`src/chdr_framer_pkg.sv`:
```
// ------------------------------
// Shared constants and types for the CHDR framer
// CHDR word fixed at 64 bits, no wider header+timestamp words
// Gate holds 2^GATE_AW words, one slot always kept free
// so a packet may be at most 31 words long
// ------------------------------
package chdr_framer_pkg;

  // ------------------------------
  // Bus widths
  // ------------------------------
  localparam int CHDR_W  = 64;  // CHDR word width
  localparam int TUSER_W = 4;   // Context field code width

  // Context field codes carried on tuser
  localparam logic [TUSER_W-1:0] FIELD_HDR   = 4'd0;
  localparam logic [TUSER_W-1:0] FIELD_TS    = 4'd2;
  localparam logic [TUSER_W-1:0] FIELD_MDATA = 4'd3;

  // Packet type codes in the header
  localparam logic [2:0] PKT_TYPE_DATA    = 3'd6;
  localparam logic [2:0] PKT_TYPE_DATA_TS = 3'd7;

  // Context packets allowed ahead of payload packets (prefetch of one)
  localparam int CTXT_AHEAD_MAX = 2;

  // ------------------------------
  // Packet gate sizing
  // ------------------------------
  localparam int GATE_AW    = 5;
  localparam int GATE_DEPTH = 1 << GATE_AW;

  // ------------------------------
  // Framing FSM state codes
  // ------------------------------
  localparam logic [2:0] ST_HDR       = 3'd0;  // Header word
  localparam logic [2:0] ST_TS        = 3'd1;  // Timestamp word
  localparam logic [2:0] ST_MDATA     = 3'd2;  // Metadata words
  localparam logic [2:0] ST_BODY      = 3'd3;  // Payload words
  localparam logic [2:0] ST_DROP_CTXT = 3'd4;  // Flush rest of context
  localparam logic [2:0] ST_DROP_PYLD = 3'd5;  // Flush whole payload
  localparam logic [2:0] ST_TERMINATE = 3'd6;  // Error word to the gate

  // CHDR header word, raw or by field
  typedef union packed {
    logic [CHDR_W-1:0] raw;
    struct packed {
      logic [5:0]  vc;         // Virtual channel
      logic        eob;        // End of burst
      logic        eov;        // End of vector
      logic [2:0]  pkt_type;   // Packet type
      logic [4:0]  num_mdata;  // Metadata word count
      logic [15:0] seq_num;    // Sequence number
      logic [15:0] length;     // Packet length in bytes
      logic [15:0] dst_epid;   // Destination endpoint
    } fields;
  } chdr_hdr_t;

endpackage

```
`src/chdr_stream_if.sv`:
```
// ------------------------------
// Valid/ready stream between framer blocks
// Word moves when valid and ready are high on a rising edge
// Source holds data, last, error while valid waits for ready
// ------------------------------
`timescale 1ns/10ps

interface chdr_stream_if;
  import chdr_framer_pkg::*;

  logic [CHDR_W-1:0] data;
  logic              last;   // Final word of a packet
  logic              error;  // Packet is bad, discard it
  logic              valid;
  logic              ready;

  // Producer side
  modport src (
    output data, last, error, valid,
    input  ready
  );

  // Consumer side
  modport dst (
    input  data, last, error, valid,
    output ready
  );

endinterface

```
`src/ctxt_pyld_admit.sv`:
```
// ------------------------------
// Admits context and payload packets in step
// Payload passes only after its context packet
// Context may lead payload by CTXT_AHEAD_MAX - 1 packets
// Counters are 3 bits, lead compare relies on wrap
// ------------------------------
`timescale 1ns/10ps

module ctxt_pyld_admit (
  input  logic                                axis_chdr_clk,
  input  logic                                axis_chdr_rst,
  input  logic [chdr_framer_pkg::CHDR_W-1:0]  i_ctxt_tdata,
  input  logic [chdr_framer_pkg::TUSER_W-1:0] i_ctxt_tuser,
  input  logic                                i_ctxt_tlast,
  input  logic                                i_ctxt_tvalid,
  output logic                                o_ctxt_tready,
  input  logic [chdr_framer_pkg::CHDR_W-1:0]  i_pyld_tdata,
  input  logic                                i_pyld_tlast,
  input  logic                                i_pyld_tvalid,
  output logic                                o_pyld_tready,
  output logic [chdr_framer_pkg::TUSER_W-1:0] o_ctxt_tuser,
  chdr_stream_if.src                          ctxt_s,
  chdr_stream_if.src                          pyld_s
);
  import chdr_framer_pkg::*;

  logic [2:0] ctxt_pkt_cnt;  // Accepted context packets
  logic [2:0] pyld_pkt_cnt;  // Accepted payload packets
  logic [2:0] ctxt_lead;
  logic       pass_ctxt;
  logic       pass_pyld;

  // ------------------------------
  // Packet counters
  // ------------------------------
  always_ff @(posedge axis_chdr_clk) begin
    if (axis_chdr_rst) begin
      ctxt_pkt_cnt <= 3'd0;
      pyld_pkt_cnt <= 3'd0;
    end else begin
      if (i_ctxt_tvalid && o_ctxt_tready && i_ctxt_tlast)
        ctxt_pkt_cnt <= ctxt_pkt_cnt + 3'd1;  // Context packet done
      if (i_pyld_tvalid && o_pyld_tready && i_pyld_tlast)
        pyld_pkt_cnt <= pyld_pkt_cnt + 3'd1;  // Payload packet done
    end
  end

  assign ctxt_lead = ctxt_pkt_cnt - pyld_pkt_cnt;
  assign pass_pyld = (ctxt_lead != 3'd0);                 // Its context is in
  assign pass_ctxt = (ctxt_lead < 3'(CTXT_AHEAD_MAX));    // Room to prefetch

  // Context path, error never set here
  assign ctxt_s.data   = i_ctxt_tdata;
  assign ctxt_s.last   = i_ctxt_tlast;
  assign ctxt_s.error  = 1'b0;
  assign ctxt_s.valid  = i_ctxt_tvalid && pass_ctxt;
  assign o_ctxt_tready = ctxt_s.ready && pass_ctxt;
  assign o_ctxt_tuser  = i_ctxt_tuser;  // Field code rides beside the stream

  // Payload path
  assign pyld_s.data   = i_pyld_tdata;
  assign pyld_s.last   = i_pyld_tlast;
  assign pyld_s.error  = 1'b0;
  assign pyld_s.valid  = i_pyld_tvalid && pass_pyld;
  assign o_pyld_tready = pyld_s.ready && pass_pyld;

endmodule

```
`src/chdr_frame_fsm.sv`:
```
// ------------------------------
// Framing FSM, context words then payload words
// Checks timestamp and metadata words against the header
// Malformed pair is consumed whole, one error word is sent
// to the gate and the error count goes up
// Outputs are combinational from inputs within a state
// ------------------------------
`timescale 1ns/10ps

module chdr_frame_fsm (
  input  logic                                axis_chdr_clk,
  input  logic                                axis_chdr_rst,
  chdr_stream_if.dst                          ctxt_s,
  chdr_stream_if.dst                          pyld_s,
  input  logic [chdr_framer_pkg::TUSER_W-1:0] i_ctxt_tuser,
  chdr_stream_if.src                          frame_s,
  output logic [31:0]                         o_framer_errors
);
  import chdr_framer_pkg::*;

  logic [2:0]         state;
  logic [4:0]         mdata_pending;  // Metadata words still due
  chdr_hdr_t          hdr;
  logic               ts_due;
  logic [TUSER_W-1:0] exp_code;       // Field code this word needs
  logic               ctx_final;      // Word should carry last
  logic [2:0]         ctx_next;       // Next context state if all well
  logic [2:0]         ctx_dest;       // Next state after this word
  logic               code_ok;
  logic               ctxt_xfer;
  logic               pyld_xfer;

  assign hdr.raw   = ctxt_s.data;
  assign ts_due    = (hdr.fields.pkt_type == PKT_TYPE_DATA_TS);
  assign ctxt_xfer = ctxt_s.valid && ctxt_s.ready;
  assign pyld_xfer = pyld_s.valid && pyld_s.ready;

  // ------------------------------
  // Context word checks
  // ------------------------------
  always_comb begin
    exp_code  = FIELD_HDR;
    ctx_final = 1'b0;
    ctx_next  = ST_MDATA;
    case (state)
      ST_HDR: begin
        exp_code  = FIELD_HDR;
        ctx_final = !ts_due && (hdr.fields.num_mdata == 5'd0);
        ctx_next  = ts_due ? ST_TS : ST_MDATA;
      end
      ST_TS: begin
        exp_code  = FIELD_TS;
        ctx_final = (mdata_pending == 5'd0);  // No metadata after TS
      end
      ST_MDATA: begin
        exp_code  = FIELD_MDATA;
        ctx_final = (mdata_pending == 5'd1);
      end
      default: begin
        exp_code  = FIELD_HDR;
      end
    endcase
    code_ok = (i_ctxt_tuser == exp_code);
    if (ctx_final) begin
      // Last expected here, a missing one means extra lines
      if (!ctxt_s.last)
        ctx_dest = ST_DROP_CTXT;
      else
        ctx_dest = code_ok ? ST_BODY : ST_DROP_PYLD;
    end else begin
      // Last here is premature, context already ended
      if (ctxt_s.last)
        ctx_dest = ST_DROP_PYLD;
      else
        ctx_dest = code_ok ? ctx_next : ST_DROP_CTXT;
    end
  end

  // ------------------------------
  // State and error count
  // ------------------------------
  always_ff @(posedge axis_chdr_clk) begin
    if (axis_chdr_rst) begin
      state           <= ST_HDR;
      mdata_pending   <= 5'd0;
      o_framer_errors <= 32'd0;
    end else begin
      case (state)
        ST_HDR, ST_TS, ST_MDATA: begin
          if (ctxt_xfer) begin
            state <= ctx_dest;
            if (state == ST_HDR)
              mdata_pending <= hdr.fields.num_mdata;  // Load from header
            else if (state == ST_MDATA)
              mdata_pending <= mdata_pending - 5'd1;
          end
        end
        ST_BODY: begin
          if (pyld_xfer && pyld_s.last)
            state <= ST_HDR;  // Pair framed
        end
        ST_DROP_CTXT: begin
          if (ctxt_xfer && ctxt_s.last)
            state <= ST_DROP_PYLD;
        end
        ST_DROP_PYLD: begin
          if (pyld_xfer && pyld_s.last)
            state <= ST_TERMINATE;
        end
        ST_TERMINATE: begin
          if (frame_s.ready) begin
            state           <= ST_HDR;
            o_framer_errors <= o_framer_errors + 32'd1;
          end
        end
        default: state <= ST_HDR;
      endcase
    end
  end

  // ------------------------------
  // Stream steering
  // ------------------------------
  always_comb begin
    frame_s.valid = 1'b0;
    frame_s.last  = 1'b0;
    ctxt_s.ready  = 1'b0;
    pyld_s.ready  = 1'b0;
    case (state)
      ST_HDR, ST_TS, ST_MDATA: begin
        frame_s.valid = ctxt_s.valid;   // Context word forwarded, never last
        ctxt_s.ready  = frame_s.ready;
      end
      ST_BODY: begin
        frame_s.valid = pyld_s.valid;
        frame_s.last  = pyld_s.last;    // Packet ends with the payload
        pyld_s.ready  = frame_s.ready;
      end
      ST_DROP_CTXT: ctxt_s.ready = 1'b1;  // Swallow context
      ST_DROP_PYLD: pyld_s.ready = 1'b1;  // Swallow payload
      ST_TERMINATE: begin
        frame_s.valid = 1'b1;           // Error word rewinds the gate
        frame_s.last  = 1'b1;
      end
      default: frame_s.valid = 1'b0;
    endcase
  end

  assign frame_s.data  = (state == ST_BODY)      ? pyld_s.data :
                         (state == ST_TERMINATE) ? '0 : ctxt_s.data;
  assign frame_s.error = (state == ST_TERMINATE);

endmodule

```
`src/chdr_packet_gate.sv`:
```
// ------------------------------
// Packet gate that releases only whole good packets
// Error word discards the packet written so far
// One slot stays free so packets must be 31 words or less
// Output data is an async read at the read pointer
// ------------------------------
`timescale 1ns/10ps

module chdr_packet_gate (
  input  logic                               axis_chdr_clk,
  input  logic                               axis_chdr_rst,
  chdr_stream_if.dst                         frame_s,
  output logic [chdr_framer_pkg::CHDR_W-1:0] o_chdr_tdata,
  output logic                               o_chdr_tlast,
  output logic                               o_chdr_tvalid,
  input  logic                               i_chdr_tready
);
  import chdr_framer_pkg::*;

  // ------------------------------
  // Storage
  // ------------------------------
  logic [CHDR_W-1:0]  mem_data [GATE_DEPTH];
  logic               mem_last [GATE_DEPTH];

  logic [GATE_AW-1:0] wr_ptr;  // Next free slot
  logic [GATE_AW-1:0] cm_ptr;  // End of committed packets
  logic [GATE_AW-1:0] rd_ptr;  // Next word out
  logic               full;
  logic               wr_xfer;
  logic               rd_xfer;

  assign full          = ((wr_ptr + GATE_AW'(1)) == rd_ptr);
  assign frame_s.ready = !full;
  assign wr_xfer       = frame_s.valid && frame_s.ready;
  assign rd_xfer       = o_chdr_tvalid && i_chdr_tready;

  // Payload memory written on good words only
  always_ff @(posedge axis_chdr_clk) begin
    if (wr_xfer && !frame_s.error) begin
      mem_data[wr_ptr] <= frame_s.data;
      mem_last[wr_ptr] <= frame_s.last;
    end
  end

  // ------------------------------
  // Write and commit pointers
  // ------------------------------
  always_ff @(posedge axis_chdr_clk) begin
    if (axis_chdr_rst) begin
      wr_ptr <= '0;
      cm_ptr <= '0;
    end else if (wr_xfer) begin
      if (frame_s.error) begin
        wr_ptr <= cm_ptr;  // Rewind drops the partial packet
      end else begin
        wr_ptr <= wr_ptr + GATE_AW'(1);
        if (frame_s.last)
          cm_ptr <= wr_ptr + GATE_AW'(1);  // Whole packet visible next cycle
      end
    end
  end

  // Read side never passes the commit pointer
  always_ff @(posedge axis_chdr_clk) begin
    if (axis_chdr_rst)
      rd_ptr <= '0;
    else if (rd_xfer)
      rd_ptr <= rd_ptr + GATE_AW'(1);
  end

  assign o_chdr_tvalid = (rd_ptr != cm_ptr);
  assign o_chdr_tdata  = mem_data[rd_ptr];  // Slot held stable until read
  assign o_chdr_tlast  = mem_last[rd_ptr];

endmodule

```
`src/chdr_framer.sv`:
```
// ------------------------------
// CHDR framer top, single clock
// Context packet must come with its payload packet
// Output last taken from the payload's last word
// Malformed pairs are dropped and counted
// ------------------------------
`timescale 1ns/10ps

module chdr_framer (
  input  logic                                axis_chdr_clk,
  input  logic                                axis_chdr_rst,
  // Context stream in
  input  logic [chdr_framer_pkg::CHDR_W-1:0]  i_ctxt_tdata,
  input  logic [chdr_framer_pkg::TUSER_W-1:0] i_ctxt_tuser,
  input  logic                                i_ctxt_tlast,
  input  logic                                i_ctxt_tvalid,
  output logic                                o_ctxt_tready,
  // Payload stream in
  input  logic [chdr_framer_pkg::CHDR_W-1:0]  i_pyld_tdata,
  input  logic                                i_pyld_tlast,
  input  logic                                i_pyld_tvalid,
  output logic                                o_pyld_tready,
  // CHDR stream out
  output logic [chdr_framer_pkg::CHDR_W-1:0]  o_chdr_tdata,
  output logic                                o_chdr_tlast,
  output logic                                o_chdr_tvalid,
  input  logic                                i_chdr_tready,
  // Status
  output logic [31:0]                         o_framer_errors
);
  import chdr_framer_pkg::*;

  logic [TUSER_W-1:0] ctxt_tuser;  // Admitted field code

  chdr_stream_if ctxt_s ();
  chdr_stream_if pyld_s ();
  chdr_stream_if frame_s ();

  ctxt_pyld_admit u_admit (
    .axis_chdr_clk (axis_chdr_clk),
    .axis_chdr_rst (axis_chdr_rst),
    .i_ctxt_tdata  (i_ctxt_tdata),
    .i_ctxt_tuser  (i_ctxt_tuser),
    .i_ctxt_tlast  (i_ctxt_tlast),
    .i_ctxt_tvalid (i_ctxt_tvalid),
    .o_ctxt_tready (o_ctxt_tready),
    .i_pyld_tdata  (i_pyld_tdata),
    .i_pyld_tlast  (i_pyld_tlast),
    .i_pyld_tvalid (i_pyld_tvalid),
    .o_pyld_tready (o_pyld_tready),
    .o_ctxt_tuser  (ctxt_tuser),
    .ctxt_s        (ctxt_s.src),
    .pyld_s        (pyld_s.src)
  );

  chdr_frame_fsm u_fsm (
    .axis_chdr_clk   (axis_chdr_clk),
    .axis_chdr_rst   (axis_chdr_rst),
    .ctxt_s          (ctxt_s.dst),
    .pyld_s          (pyld_s.dst),
    .i_ctxt_tuser    (ctxt_tuser),
    .frame_s         (frame_s.src),
    .o_framer_errors (o_framer_errors)
  );

  chdr_packet_gate u_gate (
    .axis_chdr_clk (axis_chdr_clk),
    .axis_chdr_rst (axis_chdr_rst),
    .frame_s       (frame_s.dst),
    .o_chdr_tdata  (o_chdr_tdata),
    .o_chdr_tlast  (o_chdr_tlast),
    .o_chdr_tvalid (o_chdr_tvalid),
    .i_chdr_tready (i_chdr_tready)
  );

endmodule

```
`config.mk`:
```
export PLATFORM = sky130hd
export DESIGN_NAME = chdr_framer
export DESIGN_NICKNAME = d
export VERILOG_FILES = /design/src/chdr_framer_pkg.sv /design/src/chdr_stream_if.sv /design/src/ctxt_pyld_admit.sv /design/src/chdr_frame_fsm.sv /design/src/chdr_packet_gate.sv /design/src/chdr_framer.sv
export SDC_FILE = /design/constraint.sdc
export NUM_CORES = 2
export LEC_CHECK = 0
export BUFFER_PORTS_ARGS = -buffer_cell sky130_fd_sc_hd__buf_2
export CORE_MARGIN = 5
export CORE_UTILIZATION = 45
export DETAILED_ROUTE_END_ITERATION = 10
export GPL_ROUTABILITY_DRIVEN = 0
export SLEW_MARGIN = 15
export SYNTH_ARGS = -nofsm -noshare
export SYNTH_HDL_FRONTEND = slang
export SYNTH_SLANG_ARGS = --single-unit
```
`constraint.sdc`:
```
create_clock -name axis_chdr_clk -period 6.5 [get_ports axis_chdr_clk]
set_input_delay 0.325 -clock axis_chdr_clk [delete_from_list [all_inputs] [get_ports axis_chdr_clk]]
set_output_delay 0.325 -clock axis_chdr_clk [all_outputs]
set_load 0.005 [all_outputs]
```
==> results.md <==
- Synth area leaders: edfxtp_1 (75%), mux4_2 (18%), dfxtp_1 (1.6%), mux2_2 (0.91%), a22o_1 (0.67%)
- Leak: 28.9 nW
- Vias per inst: 5.96
- Initial DRT Pass Iterations: 7
- Core Region: ~180,000 um2
- Mapped Avg Cell Area: 23.5 um2
- Post-synth top area cell: edfxtp_1
- Layout cells sized above 1: 35.5%
- Max-slew violation total from the final report: 0
- Worst slack at placement: 2.22 ns
- PostCTS Resize Cnt: 0
- Cell Area, Synth: 83,100 um2
- Port bufs: 238
- Top-count cell post-synth: edfxtp_1
- Yosys top cell area share: 75.2%
- RSZ-0062 raised after global routing: no
- Required @ worst endpoint: 6.17 ns
- WS Path Type: reg -> out
- Number of flops mapped to enable cells by yosys: 2,080
- Cell Pwr Density: ~300 nW/um2
- YS warnings: 0
- CTS tree: built
- Worst slew pin tran: 1.15 ns
- CTS buffer count: between 200 and 250
- Crit path arrival time: about 4.2 ns
- Status: completed
- Final WS setup: slightly below 2 ns
- Initial antenna violation count: 10
- Dpl hpwl: 112,000 um
- Top_reg_cell synth: edfxtp_1
- Global-route wire length before repair: approximately 290,000 um
- Register clock-pin slew on the reported worst setup and hold paths: ~0.06 ns
- Tcrit/Tclk final: 69.4%
- DR iter-0 viols: 3,864
- Max Cap Violations: 0
- Via count: 39,100
- Pwr Total: 28.0 mW
- Final setup viols: 0
- #FFs+latches synth: 2,146
- Initial core utilization: 45.3%
- Crit end category: output port
- GRT Total Usage: a little over a fifth
- Sum Neg Setup Slack: 0 ns
- Largest net degree at the start of global routing: 119
- Clock Root Buffer: clkbuf_16
- Clock skew: roughly 0.022 ns
- CTS Sinks: between 2,000 and 2,500
- Number of global-route vias before repair: a little under 40,000
- Cell count after synthesis: 3,531
- Overflow after GRT: 0
- Top Ports: 239
- VDD IR max: roughly 0.26 mV
- Top fanout value on the critical path: 45
- Residual DRC: 0
- Clk_lat worst skew: 0.83 ns
- Htree depth: 4
- Slew headroom: 23.6%
- WL final: 203,000 um
- Syn Nets: 3,682
- Synth cell count leaders: edfxtp_1 (2,080), mux4_2 (650), clkbuf_1 (117), nor2_1 (91), mux2_2 (67)
- Post-synth ARST share: 0%
- Row cnt: 157
- Final net count: 4,074
- Type of origin of the critical path: flip-flop
- Min-Delay Path Class: in -> reg
- Clock buffer depth: 3
- Fmax: 0.222 GHz
- Post-route ant nets: 0
- Filler cells: 14,100
- Final Hold Viols: 0
- Period minus WS final: 4.51 ns
- Register area share after synthesis: between 70% and 80%
- Routed length per instance: 31.0 um
- Layout area overhead: 14.2%
- Die Area: 193,000 um2
- Die Wd: 440 um
- Die Span Y: approximately 440 um
- Post-synth cell types: 60
[where the power goes]
group          switching (mW)  internal [mW]  total [mW]
logic                   0.657          0.331       0.988
clock network            5.15           6.51        11.7
registers              0.0514           15.3        15.4
total                    5.86           22.2        28.0
[metal layers]
metal	track usage (%)	up-vias	part of all wire [%]
met2	33.4	1509	48
met1	30.1	21300	42
met5	0	-	0.011
met3	4.67	265	7.7
li1	-	16000	-
met4	5.44	4	2.3
[cell families after synthesis]
family,count (synthesis),synth area share (%)
xor+xnor,40,0.438
flops,2146,76.8
buf+inv,211,1.08
fa+ha+maj,12,0.190
compound gates,186,1.67
mux,724,18.6
simple gates,212,1.21
[sequential cells by signal (all words and copies together), names as in the netlist, named ones only]
register,flops
u_gate.mem_data,2048
u_fsm.state,3
u_fsm.mdata_pending,5
u_gate.cm_ptr,5
u_fsm.o_framer_errors,32
u_admit.ctxt_pkt_cnt,3
u_gate.wr_ptr,5
u_admit.pyld_pkt_cnt,3
u_gate.rd_ptr,5
u_gate.mem_last,32
[per-stage QoR]
| stage | std cells | hold slack (ns) | cell area (um2) | utilization [%] |
|---|---|---|---|---|
| after CTS | 6568 | 0.0427 | 94800 | 51.7 |
| final | 6570 | 0.0663 | 94800 | 51.7 |
| after detailed placement | 6162 | 0.488 | 88100 | 48.1 |
| after global placement | 6162 | 0.477 | 88100 | 48.1 |
| after floorplan | 3531 | 0.454 | 83100 | - |
| after global routing | 6569 | 0.0899 | 94800 | 51.7 |
[critical path, stage by stage, from the launching register on]
cell and delay [ns]:
dfxtp_4 0.86, buf_12 0.42, buf_4 0.41, mux4_2 0.54
mux4_2 0.51, mux2_2 0.32, buf_2 0.14
[worst paths after layout]
path                                         startpoint                 endpoint  slack (ns)  cells past startpoint
worst max register to register  u_admit.ctxt_pkt_cnt[0]   u_gate.mem_data[2][24]        2.24                     11
worst min register to register  u_admit.ctxt_pkt_cnt[2]  u_admit.ctxt_pkt_cnt[2]        0.49                      2
worst min-delay path                   i_ctxt_tdata[48]   u_fsm.mdata_pending[0]        0.07                      3
worst max-delay path                          flip-flop         o_chdr_tdata[34]        1.99                      6
[cell type report]
| cell class | count | area (um2) | area share [%] |
|---|---|---|---|
| clock inverters | 124 | 1010 | 1.07 |
| flip-flops and latches | 2146 | 63800 | 67.3 |
| clock buffers | 274 | 5610 | 5.92 |
| repair buffers | 371 | 2610 | 2.75 |
| multi-input cells | 1174 | 18700 | 19.7 |
| well taps | 2464 | 3080 | 3.25 |
| diodes | 1 | 2.50 | 0.00264 |
| inverters | 16 | 60.1 | 0.0633 |
[repair_timing]
action	CTS	global route
setup buffers	0	0
hold buffers	8	0
endpoints found under the hold margin	8	0
[placed cells by master (no fill, tap or decap), types with 18 or more instances in the layout]
cell type and instances:
a22o_2 22, o211ai_1 18, clkinv_1 36, a21oi_1 29
buf_2 238, dfxtp_1 61, buf_4 93, nor2_4 34
nor2_1 56, clkinv_2 53, xor2_1 28, clkbuf_16 215
mux2_2 67, buf_12 31, clkbuf_1 58, edfxtp_1 2080
a22o_1 42, o21ai_0 25, mux4_2 650, nand2_1 37
Power figures use the tool's default switching activity.
